## src/logic/mdu_pkg.sv

```systemverilog
package mdu_pkg;

	localparam int mdu_width = 32;
	localparam int div_cnt_width = $clog2(mdu_width); // One count per quotient bit

	typedef enum logic [3:0]
	{
		NOP,
		DIV,
		DIVU,
		MUL,
		MULT,
		MULTU,
		MFHI,
		MFLO,
		MTHI,
		MTLO
	} mdu_op_e;

	// Write source for HI and LO
	typedef enum logic [1:0]
	{
		OPERAND, // Operand a into the written register
		PRODUCT, // Product high word to HI, low word to LO
		DIVIDE   // Remainder to HI, quotient to LO
	} hilo_sel_e;

	typedef enum logic [1:0]
	{
		HI,
		LO,
		LOWR // Low word being written by MUL
	} out_sel_e;

	typedef struct packed
	{
		logic      hi_we;
		logic      lo_we;
		hilo_sel_e hilo_sel;
		out_sel_e  out_sel;
		logic      sign; // Signed multiply or divide
	} mdu_ctrl_t;

endpackage

```

## src/logic/mdu_multiplier.sv

```systemverilog
module mdu_multiplier
(
	input  logic [mdu_pkg::mdu_width-1:0]   a_i,
	input  logic [mdu_pkg::mdu_width-1:0]   b_i,
	input  logic                            sign_i,
	output logic [2*mdu_pkg::mdu_width-1:0] product_o
);
	import mdu_pkg::*;

	logic signed [mdu_width:0] a_ext;
	logic signed [mdu_width:0] b_ext;
	logic signed [2*mdu_width+1:0] full;

	// Extra top bit makes one signed multiply cover both forms
	assign a_ext = {sign_i & a_i[mdu_width-1], a_i};
	assign b_ext = {sign_i & b_i[mdu_width-1], b_i};

	assign full = a_ext * b_ext;
	assign product_o = full[2*mdu_width-1:0]; // Upper bits are sign copies

endmodule

```

## src/logic/mdu_divider.sv

```systemverilog
module mdu_divider
(
	input  logic                          clk_i,
	input  logic                          rst_i,
	input  logic [mdu_pkg::mdu_width-1:0] dividend_i,
	input  logic [mdu_pkg::mdu_width-1:0] divisor_i,
	input  logic                          sign_i,
	input  logic                          start_i,
	output logic [mdu_pkg::mdu_width-1:0] quotient_o,
	output logic [mdu_pkg::mdu_width-1:0] remainder_o,
	output logic                          busy_o,
	output logic                          ready_o
);
	import mdu_pkg::*;

	logic [div_cnt_width-1:0] cnt_q;
	logic busy_q;
	logic ready_q;
	logic launch;
	logic [mdu_width-1:0] quo_q;
	logic [mdu_width-1:0] rem_q;
	logic [mdu_width-1:0] dsr_q;
	logic quo_neg_q;
	logic rem_neg_q;
	logic a_neg;
	logic b_neg;
	logic [mdu_width-1:0] a_mag;
	logic [mdu_width-1:0] b_mag;
	logic [mdu_width:0] shifted;
	logic [mdu_width:0] diff;

	assign launch = start_i & ~busy_q;

	assign a_neg = sign_i & dividend_i[mdu_width-1];
	assign b_neg = sign_i & divisor_i[mdu_width-1];
	assign a_mag = a_neg ? -dividend_i : dividend_i; // Signed minimum stays as its magnitude
	assign b_mag = b_neg ? -divisor_i : divisor_i;

	// Partial remainder with next dividend bit, then trial subtract
	assign shifted = {rem_q, quo_q[mdu_width-1]};
	assign diff = shifted - {1'b0, dsr_q};

	always_ff @(posedge clk_i)
	begin
		if (rst_i)
		begin
			busy_q <= 1'b0;
			ready_q <= 1'b0;
			cnt_q <= '0;
		end
		else if (launch)
		begin
			busy_q <= 1'b1;
			ready_q <= 1'b0;
			cnt_q <= '0;
		end
		else if (busy_q)
		begin
			cnt_q <= cnt_q + 1'b1;
			if (&cnt_q) // Last of the quotient bits
			begin
				busy_q <= 1'b0;
				ready_q <= 1'b1;
			end
		end
	end

	// Dividend shifts out of quo_q as quotient bits shift in
	always_ff @(posedge clk_i)
	begin
		if (launch)
		begin
			quo_q <= a_mag;
			rem_q <= '0;
			dsr_q <= b_mag;
			quo_neg_q <= a_neg ^ b_neg;
			rem_neg_q <= a_neg;
		end
		else if (busy_q)
		begin
			if (!diff[mdu_width])
			begin
				rem_q <= diff[mdu_width-1:0];
				quo_q <= {quo_q[mdu_width-2:0], 1'b1};
			end
			else
			begin
				rem_q <= shifted[mdu_width-1:0]; // Restore
				quo_q <= {quo_q[mdu_width-2:0], 1'b0};
			end
		end
	end

	assign quotient_o = quo_neg_q ? -quo_q : quo_q;
	assign remainder_o = rem_neg_q ? -rem_q : rem_q; // Follows dividend sign
	assign busy_o = busy_q;
	assign ready_o = ready_q;

endmodule

```

## src/logic/mdu_ctrl.sv

```systemverilog
module mdu_ctrl
(
	input  logic               clk_i,
	input  logic               rst_i,
	input  mdu_pkg::mdu_op_e   op_i,
	input  logic               div_busy_i,
	input  logic               div_ready_i,
	output mdu_pkg::mdu_ctrl_t ctrl_o,
	output logic               div_start_o,
	output logic               stall_o
);
	import mdu_pkg::*;

	logic ready_q;
	logic done;

	always_ff @(posedge clk_i)
	begin
		if (rst_i)
			ready_q <= 1'b0;
		else
			ready_q <= div_ready_i;
	end

	assign done = div_ready_i & ~ready_q; // Only the first ready cycle

	always_comb
	begin
		ctrl_o.hi_we = 1'b0;
		ctrl_o.lo_we = 1'b0;
		ctrl_o.hilo_sel = OPERAND;
		ctrl_o.out_sel = HI;
		ctrl_o.sign = 1'b0;
		div_start_o = 1'b0;
		stall_o = 1'b0;
		case (op_i)
			DIV, DIVU:
			begin
				div_start_o = ~div_busy_i & ~done;
				stall_o = ~done;
				ctrl_o.hi_we = done; // Results land at the closing edge of done
				ctrl_o.lo_we = done;
				ctrl_o.hilo_sel = DIVIDE;
				ctrl_o.sign = (op_i == DIV);
			end
			MUL, MULT, MULTU:
			begin
				ctrl_o.hi_we = 1'b1;
				ctrl_o.lo_we = 1'b1;
				ctrl_o.hilo_sel = PRODUCT;
				ctrl_o.sign = (op_i != MULTU);
				if (op_i == MUL)
					ctrl_o.out_sel = LOWR;
			end
			MFLO:
				ctrl_o.out_sel = LO;
			MTHI:
				ctrl_o.hi_we = 1'b1;
			MTLO:
				ctrl_o.lo_we = 1'b1;
			default:
			begin
			end
		endcase
	end

endmodule

```

## src/logic/mdu_hilo.sv

```systemverilog
module mdu_hilo
(
	input  logic                            clk_i,
	input  logic                            rst_i,
	input  mdu_pkg::mdu_ctrl_t              ctrl_i,
	input  logic [mdu_pkg::mdu_width-1:0]   a_i,
	input  logic [2*mdu_pkg::mdu_width-1:0] product_i,
	input  logic [mdu_pkg::mdu_width-1:0]   quotient_i,
	input  logic [mdu_pkg::mdu_width-1:0]   remainder_i,
	output logic [mdu_pkg::mdu_width-1:0]   data_o
);
	import mdu_pkg::*;

	logic [mdu_width-1:0] hi_q;
	logic [mdu_width-1:0] lo_q;
	logic [mdu_width-1:0] hi_wdata;
	logic [mdu_width-1:0] lo_wdata;

	always_comb
	begin
		case (ctrl_i.hilo_sel)
			PRODUCT:
			begin
				hi_wdata = product_i[2*mdu_width-1:mdu_width];
				lo_wdata = product_i[mdu_width-1:0];
			end
			DIVIDE:
			begin
				hi_wdata = remainder_i;
				lo_wdata = quotient_i;
			end
			default:
			begin
				hi_wdata = a_i; // MTHI and MTLO
				lo_wdata = a_i;
			end
		endcase
	end

	always_ff @(posedge clk_i)
	begin
		if (rst_i)
		begin
			hi_q <= '0;
			lo_q <= '0;
		end
		else
		begin
			if (ctrl_i.hi_we)
				hi_q <= hi_wdata;
			if (ctrl_i.lo_we)
				lo_q <= lo_wdata;
		end
	end

	always_comb
	begin
		case (ctrl_i.out_sel)
			LO:      data_o = lo_q;
			LOWR:    data_o = lo_wdata; // MUL result in the same cycle
			default: data_o = hi_q;
		endcase
	end

endmodule

```

## src/logic/mdu_top.sv

```systemverilog
module mdu_top
(
	input  logic                          clk_i,
	input  logic                          rst_i,
	input  mdu_pkg::mdu_op_e              op_i,
	input  logic [mdu_pkg::mdu_width-1:0] a_i,
	input  logic [mdu_pkg::mdu_width-1:0] b_i,
	output logic [mdu_pkg::mdu_width-1:0] data_o,
	output logic                          stall_o
);
	import mdu_pkg::*;

	mdu_ctrl_t ctrl;
	logic div_start;
	logic div_busy;
	logic div_ready;
	logic [mdu_width-1:0] quotient;
	logic [mdu_width-1:0] remainder;
	logic [2*mdu_width-1:0] product;

	mdu_ctrl i_ctrl
	(
		.clk_i       (clk_i),
		.rst_i       (rst_i),
		.op_i        (op_i),
		.div_busy_i  (div_busy),
		.div_ready_i (div_ready),
		.ctrl_o      (ctrl),
		.div_start_o (div_start),
		.stall_o     (stall_o)
	);

	mdu_hilo i_hilo
	(
		.clk_i       (clk_i),
		.rst_i       (rst_i),
		.ctrl_i      (ctrl),
		.a_i         (a_i),
		.product_i   (product),
		.quotient_i  (quotient),
		.remainder_i (remainder),
		.data_o      (data_o)
	);

	mdu_multiplier i_mult
	(
		.a_i       (a_i),
		.b_i       (b_i),
		.sign_i    (ctrl.sign),
		.product_o (product)
	);

	mdu_divider i_div
	(
		.clk_i       (clk_i),
		.rst_i       (rst_i),
		.dividend_i  (a_i),
		.divisor_i   (b_i),
		.sign_i      (ctrl.sign),
		.start_i     (div_start),
		.quotient_o  (quotient),
		.remainder_o (remainder),
		.busy_o      (div_busy),
		.ready_o     (div_ready)
	);

endmodule

```

## config.mk

```make
export PLATFORM = sky130hd
export DESIGN_NAME = mdu_top
export DESIGN_NICKNAME = d
export VERILOG_FILES = /design/src/logic/mdu_pkg.sv /design/src/logic/mdu_multiplier.sv /design/src/logic/mdu_divider.sv /design/src/logic/mdu_ctrl.sv /design/src/logic/mdu_hilo.sv /design/src/logic/mdu_top.sv
export SDC_FILE = /design/constraint.sdc
export NUM_CORES = 2
export LEC_CHECK = 0
export BUFFER_PORTS_ARGS = -buffer_cell sky130_fd_sc_hd__buf_2
export CORE_ASPECT_RATIO = 0.75
export CORE_MARGIN = 4
export CORE_UTILIZATION = 40
export CTS_CLUSTER_DIAMETER = 60
export DETAILED_ROUTE_END_ITERATION = 12
export GPL_ROUTABILITY_DRIVEN = 0
export SLEW_MARGIN = 5
export SYNTH_ARGS = -nofsm -noshare
export SYNTH_HDL_FRONTEND = slang
export SYNTH_SLANG_ARGS = --single-unit
export TNS_END_PERCENT = 5
```

## constraint.sdc

```tcl
create_clock -name clk_i -period 30.4 [get_ports clk_i]
set_clock_uncertainty 0.05 [all_clocks]
set_input_delay 3.04 -clock clk_i [delete_from_list [all_inputs] [get_ports clk_i]]
set_output_delay 3.04 -clock clk_i [all_outputs]
set_load 0.05 [all_outputs]
```

==> reports/qor.log <==
[run_status] outcome completed
[global_route] wire length of the first global-routing pass 239000 um
[floorplan] row count 112
[critical_path] launch point of the worst reg-to-reg path i_div.quo_q[31]
[clock_network] clock transition at the registers of the reported paths 70 ps
[clock_network] htree depth 4
[critical_path] startpoint type of the worst setup path input pin
[critical_path] Worst Path Required 27310 ps
[clock_network] TritonCTS clock tree done
[cells_and_area] Layout Area Growth over Synthesis 4.65%
[synth] post-synth design cell area 50100 um^2
[critical_path] Crit Path Max Fanout 37
[sta] clock period minus worst slack 14960 ps
[clock_network] buffers inserted during post-CTS setup optimization 0
[clock_network] Post-CTS Hold Fix Bufs 0
[synth] post-synthesis average cell area 8.64 um^2
[clock_network] later-pin clock latency in the skew report 460 ps
[detailed_routing] number of optimization iterations in the first detailed-route pass 6
[critical_path] setup slack, reg-to-reg 26070 ps
[global_route] total gr overflow 0
[synth] largest family of logic cells by synthesized area adder cells
[floorplan] die boundary height 314 um
[placement] standard cell area after detailed placement 51800 um^2
[cells_and_area] area of all sequential standard cells 4060 um^2
[sta] share of the cycle needed by the critical path after routing 49.2%
[floorplan] area of the core 124000 um^2
[cells_and_area] proportion of layout cells with a drive suffix above 1 4.10%
[sta] Final setup viols 0
[detailed_routing] routed metal-1 wire length 66100 um
[worst_hold_path] HP Class register to register
[global_route] total track usage 23.5%
[critical_path] Critical Path AT 11870 ps
[global_route] initial antenna violation count 12
[global_route] pin count of the biggest net entering global routing 84
[detailed_routing] detailed route wirelength on metal3 15200 um
[synth] Compound-Gate Fraction of Synth Area 8.90%
[cells_and_area] multi-input combinational cell area 40100 um^2
[detailed_routing] wirelength, routed 151000 um
[detailed_routing] remaining design rule violation count 0
[cells_and_area] Design Area, Final 52400 um^2
[floorplan] initial cell density of the core 40.3%
[detailed_routing] Vias per Instance 5.36
[sta] RSZ-0062 raised after global routing no
[detailed_routing] top routing layer in use met4
[synth] share of flip-flops with an asynchronous set or reset 0%
[critical_path] Reg2Reg Depth 14
[sta] Slew headroom 12.8%
[critical_path] startpoint-to-endpoint class of the critical path input pin to output pin
[worst_hold_path] worst hold stages 2
[floorplan] die outline area 131000 um^2
[sta] Tightest Pin Transition 1310 ps
[critical_path] nature of the critical path endpoint output pin
[global_route] number of global-route vias before repair 40300
[placement] number of buffers added on ports 102
[synth] EDFF count, synth 66
[cells_and_area] count of filler cells inserted in the layout 12400
[synth] Most used DFF post-synth sky130_fd_sc_hd__dfxtp_1
[synth] Post-Synth Adder-Cell Area 51.4%
[placement] half-perimeter wire length after detailed placement 118000 um
[synth] fraction of the yosys area taken by sequential cells 8.12%
[clock_network] Clock Tree Root sky130_fd_sc_hd__clkbuf_16
[synth] synthesized flop and latch total 170
[detailed_routing] drt initial violations 3504
[clock_network] total CTS buffers 17
[detailed_routing] total vias in the final route 39100
[floorplan] Die X 417 um
[clock_network] total clock sinks 170
[synth] count of distinct cell types in the synthesized netlist 72
[synth] gate count of the mapped netlist 5796
[detailed_routing] post-detailed-route count of antenna-violating nets 0
[cells_and_area] net count reported at finish 7068
[synth] syn_nets 7246
[synth] simple-gate share of the synthesized area 15.6%
[clock_network] CTS Buffer Depth 2
[synth] post-synthesis mux area share 0.282%
[worst_hold_path] beginning of the worst hold path i_hilo.lo_q[22]
[sta] Max Freq 66.8 MHz
[clock_network] Resize count post-CTS 0
[sta] pins over their slew limit 0
[sta] final total negative setup slack 0 ps
[floorplan] boundary pin count 103
[job] count of max-cap constraint violations 0
[synth] number of warnings issued by yosys 0
[detailed_routing] met2 routed wirelength 66400 um
[detailed_routing] detail-routed net length per standard cell 20.7 um
[worst_hold_path] Endpoint, Worst Hold i_hilo.lo_q[22]
[synth] xor and xnor fraction of the mapped netlist area 3.80%
[sta] Final Hold Fails 0
[critical_path] endpoint of the worst-slack reg-to-reg timing path i_div.rem_q[31]
[critical path, cell delays in order]
cell	delay (ps)
sky130_fd_sc_hd__buf_2	800
sky130_fd_sc_hd__nand2_1	200
sky130_fd_sc_hd__fa_1	580
sky130_fd_sc_hd__inv_1	60
sky130_fd_sc_hd__fa_1	520
sky130_fd_sc_hd__inv_1	60
sky130_fd_sc_hd__fa_1	500
sky130_fd_sc_hd__inv_1	60
sky130_fd_sc_hd__fa_1	450
sky130_fd_sc_hd__ha_1	290
sky130_fd_sc_hd__ha_1	290
sky130_fd_sc_hd__fa_1	510
sky130_fd_sc_hd__fa_1	420
sky130_fd_sc_hd__ha_1	340
sky130_fd_sc_hd__a21oi_1	170
sky130_fd_sc_hd__nor2_1	60
sky130_fd_sc_hd__o41ai_1	540
sky130_fd_sc_hd__a21oi_1	280
sky130_fd_sc_hd__o21ai_0	720
sky130_fd_sc_hd__a21boi_0	290
sky130_fd_sc_hd__o21ai_0	240
sky130_fd_sc_hd__nand3b_1	180
sky130_fd_sc_hd__a21oi_1	260
sky130_fd_sc_hd__a22oi_1	90
sky130_fd_sc_hd__o21ai_0	460
sky130_fd_sc_hd__buf_2	370
[sequential cells by signal (all words and copies together), names as in the netlist]
signal and count:
i_div.dsr_q 32, i_div.quo_q 32, i_div.rem_q 32, i_hilo.hi_q 32, i_hilo.lo_q 32, i_div.cnt_q 5, i_ctrl.ready_q 1, i_div.busy_o 1
i_div.quo_neg_q 1, i_div.ready_o 1, i_div.rem_neg_q 1
[area by class of cell]
type                            count  area share (%)
Sequential cell                   170            7.76
Clock inverter                     14           0.236
Clock buffer                       18           0.838
Tap cell                         1653            3.95
Timing Repair Buffer              171            1.96
Antenna cell                        6          0.0287
Multi-Input combinational cell   4039            76.5
Inverter                         1219            8.73
[cells in the final DEF (no fill, tap or decap), types with 28 or more instances in the layout]
cell	Yosys	routed
sky130_fd_sc_hd__inv_1	1216	1215
sky130_fd_sc_hd__fa_1	1126	1126
sky130_fd_sc_hd__nand2_1	972	972
sky130_fd_sc_hd__and2_1	293	293
sky130_fd_sc_hd__ha_1	254	251
sky130_fd_sc_hd__a21oi_1	237	236
sky130_fd_sc_hd__nor2_1	222	220
sky130_fd_sc_hd__xnor2_1	147	146
sky130_fd_sc_hd__o21ai_0	140	140
sky130_fd_sc_hd__dfxtp_1	104	104
sky130_fd_sc_hd__buf_2	2	102
sky130_fd_sc_hd__xor2_1	70	70
sky130_fd_sc_hd__buf_4	0	69
sky130_fd_sc_hd__edfxtp_1	66	66
sky130_fd_sc_hd__a21o_1	53	53
sky130_fd_sc_hd__nor3_1	42	42
sky130_fd_sc_hd__a221oi_1	39	39
sky130_fd_sc_hd__nor2b_1	36	36
sky130_fd_sc_hd__a22oi_1	35	35
sky130_fd_sc_hd__o31ai_1	34	34
sky130_fd_sc_hd__nand3_1	28	28
[layer usage]
layer	up-vias	global-route usage [%]
li1	17100	-
met1	20100	34.2
met2	1671	36.3
met3	193	4.95
met4	0	4.74
met5	-	0
[worst max-delay path by stage]
stage	start	to	slack (ps)	cells past startpoint
floorplan	b_i[6]	data_o[29]	16550	24
global placement	a_i[18]	data_o[30]	15690	27
detailed placement	a_i[18]	data_o[30]	15730	27
CTS	a_i[18]	data_o[30]	15720	27
global route	a_i[18]	data_o[30]	15120	27
finish	b_i[7]	data_o[30]	15440	26
[cell families after synthesis]
group           count (synthesis)
simple gates                 1730
buf+inv                      1587
mux                            14
xor+xnor                      217
fa+ha+maj                    1380
compound gates                698
flops                         170
[stage by stage]
stage	util, %	setup slack, ps	cells	hold WS (ps)
global route	42.1	15120	7285	422
floorplan	-	16550	5796	375
CTS	42.1	15720	7284	404
detailed placement	41.7	15730	7252	395
global placement	41.7	15690	7252	389
finish	42.1	15440	7290	405
[cell usage after synthesis, types with 54 or more instances]
cell type | n | area (um^2)
sky130_fd_sc_hd__buf_1 | 54 | 203
sky130_fd_sc_hd__inv_1 | 1216 | 4560
sky130_fd_sc_hd__nor2_1 | 222 | 833
sky130_fd_sc_hd__o21ai_0 | 140 | 701
sky130_fd_sc_hd__edfxtp_1 | 66 | 1980
sky130_fd_sc_hd__clkbuf_1 | 312 | 1170
sky130_fd_sc_hd__xor2_1 | 70 | 613
sky130_fd_sc_hd__and2_1 | 293 | 1830
sky130_fd_sc_hd__nand2_1 | 972 | 3650
sky130_fd_sc_hd__dfxtp_1 | 104 | 2080
sky130_fd_sc_hd__xnor2_1 | 147 | 1290
sky130_fd_sc_hd__fa_1 | 1126 | 22500
sky130_fd_sc_hd__ha_1 | 254 | 3180
sky130_fd_sc_hd__a21oi_1 | 237 | 1190
Power is left out: the tool's default activity adds up to more than one toggle a clock period on the data nets, which glitch-free logic cannot reach.
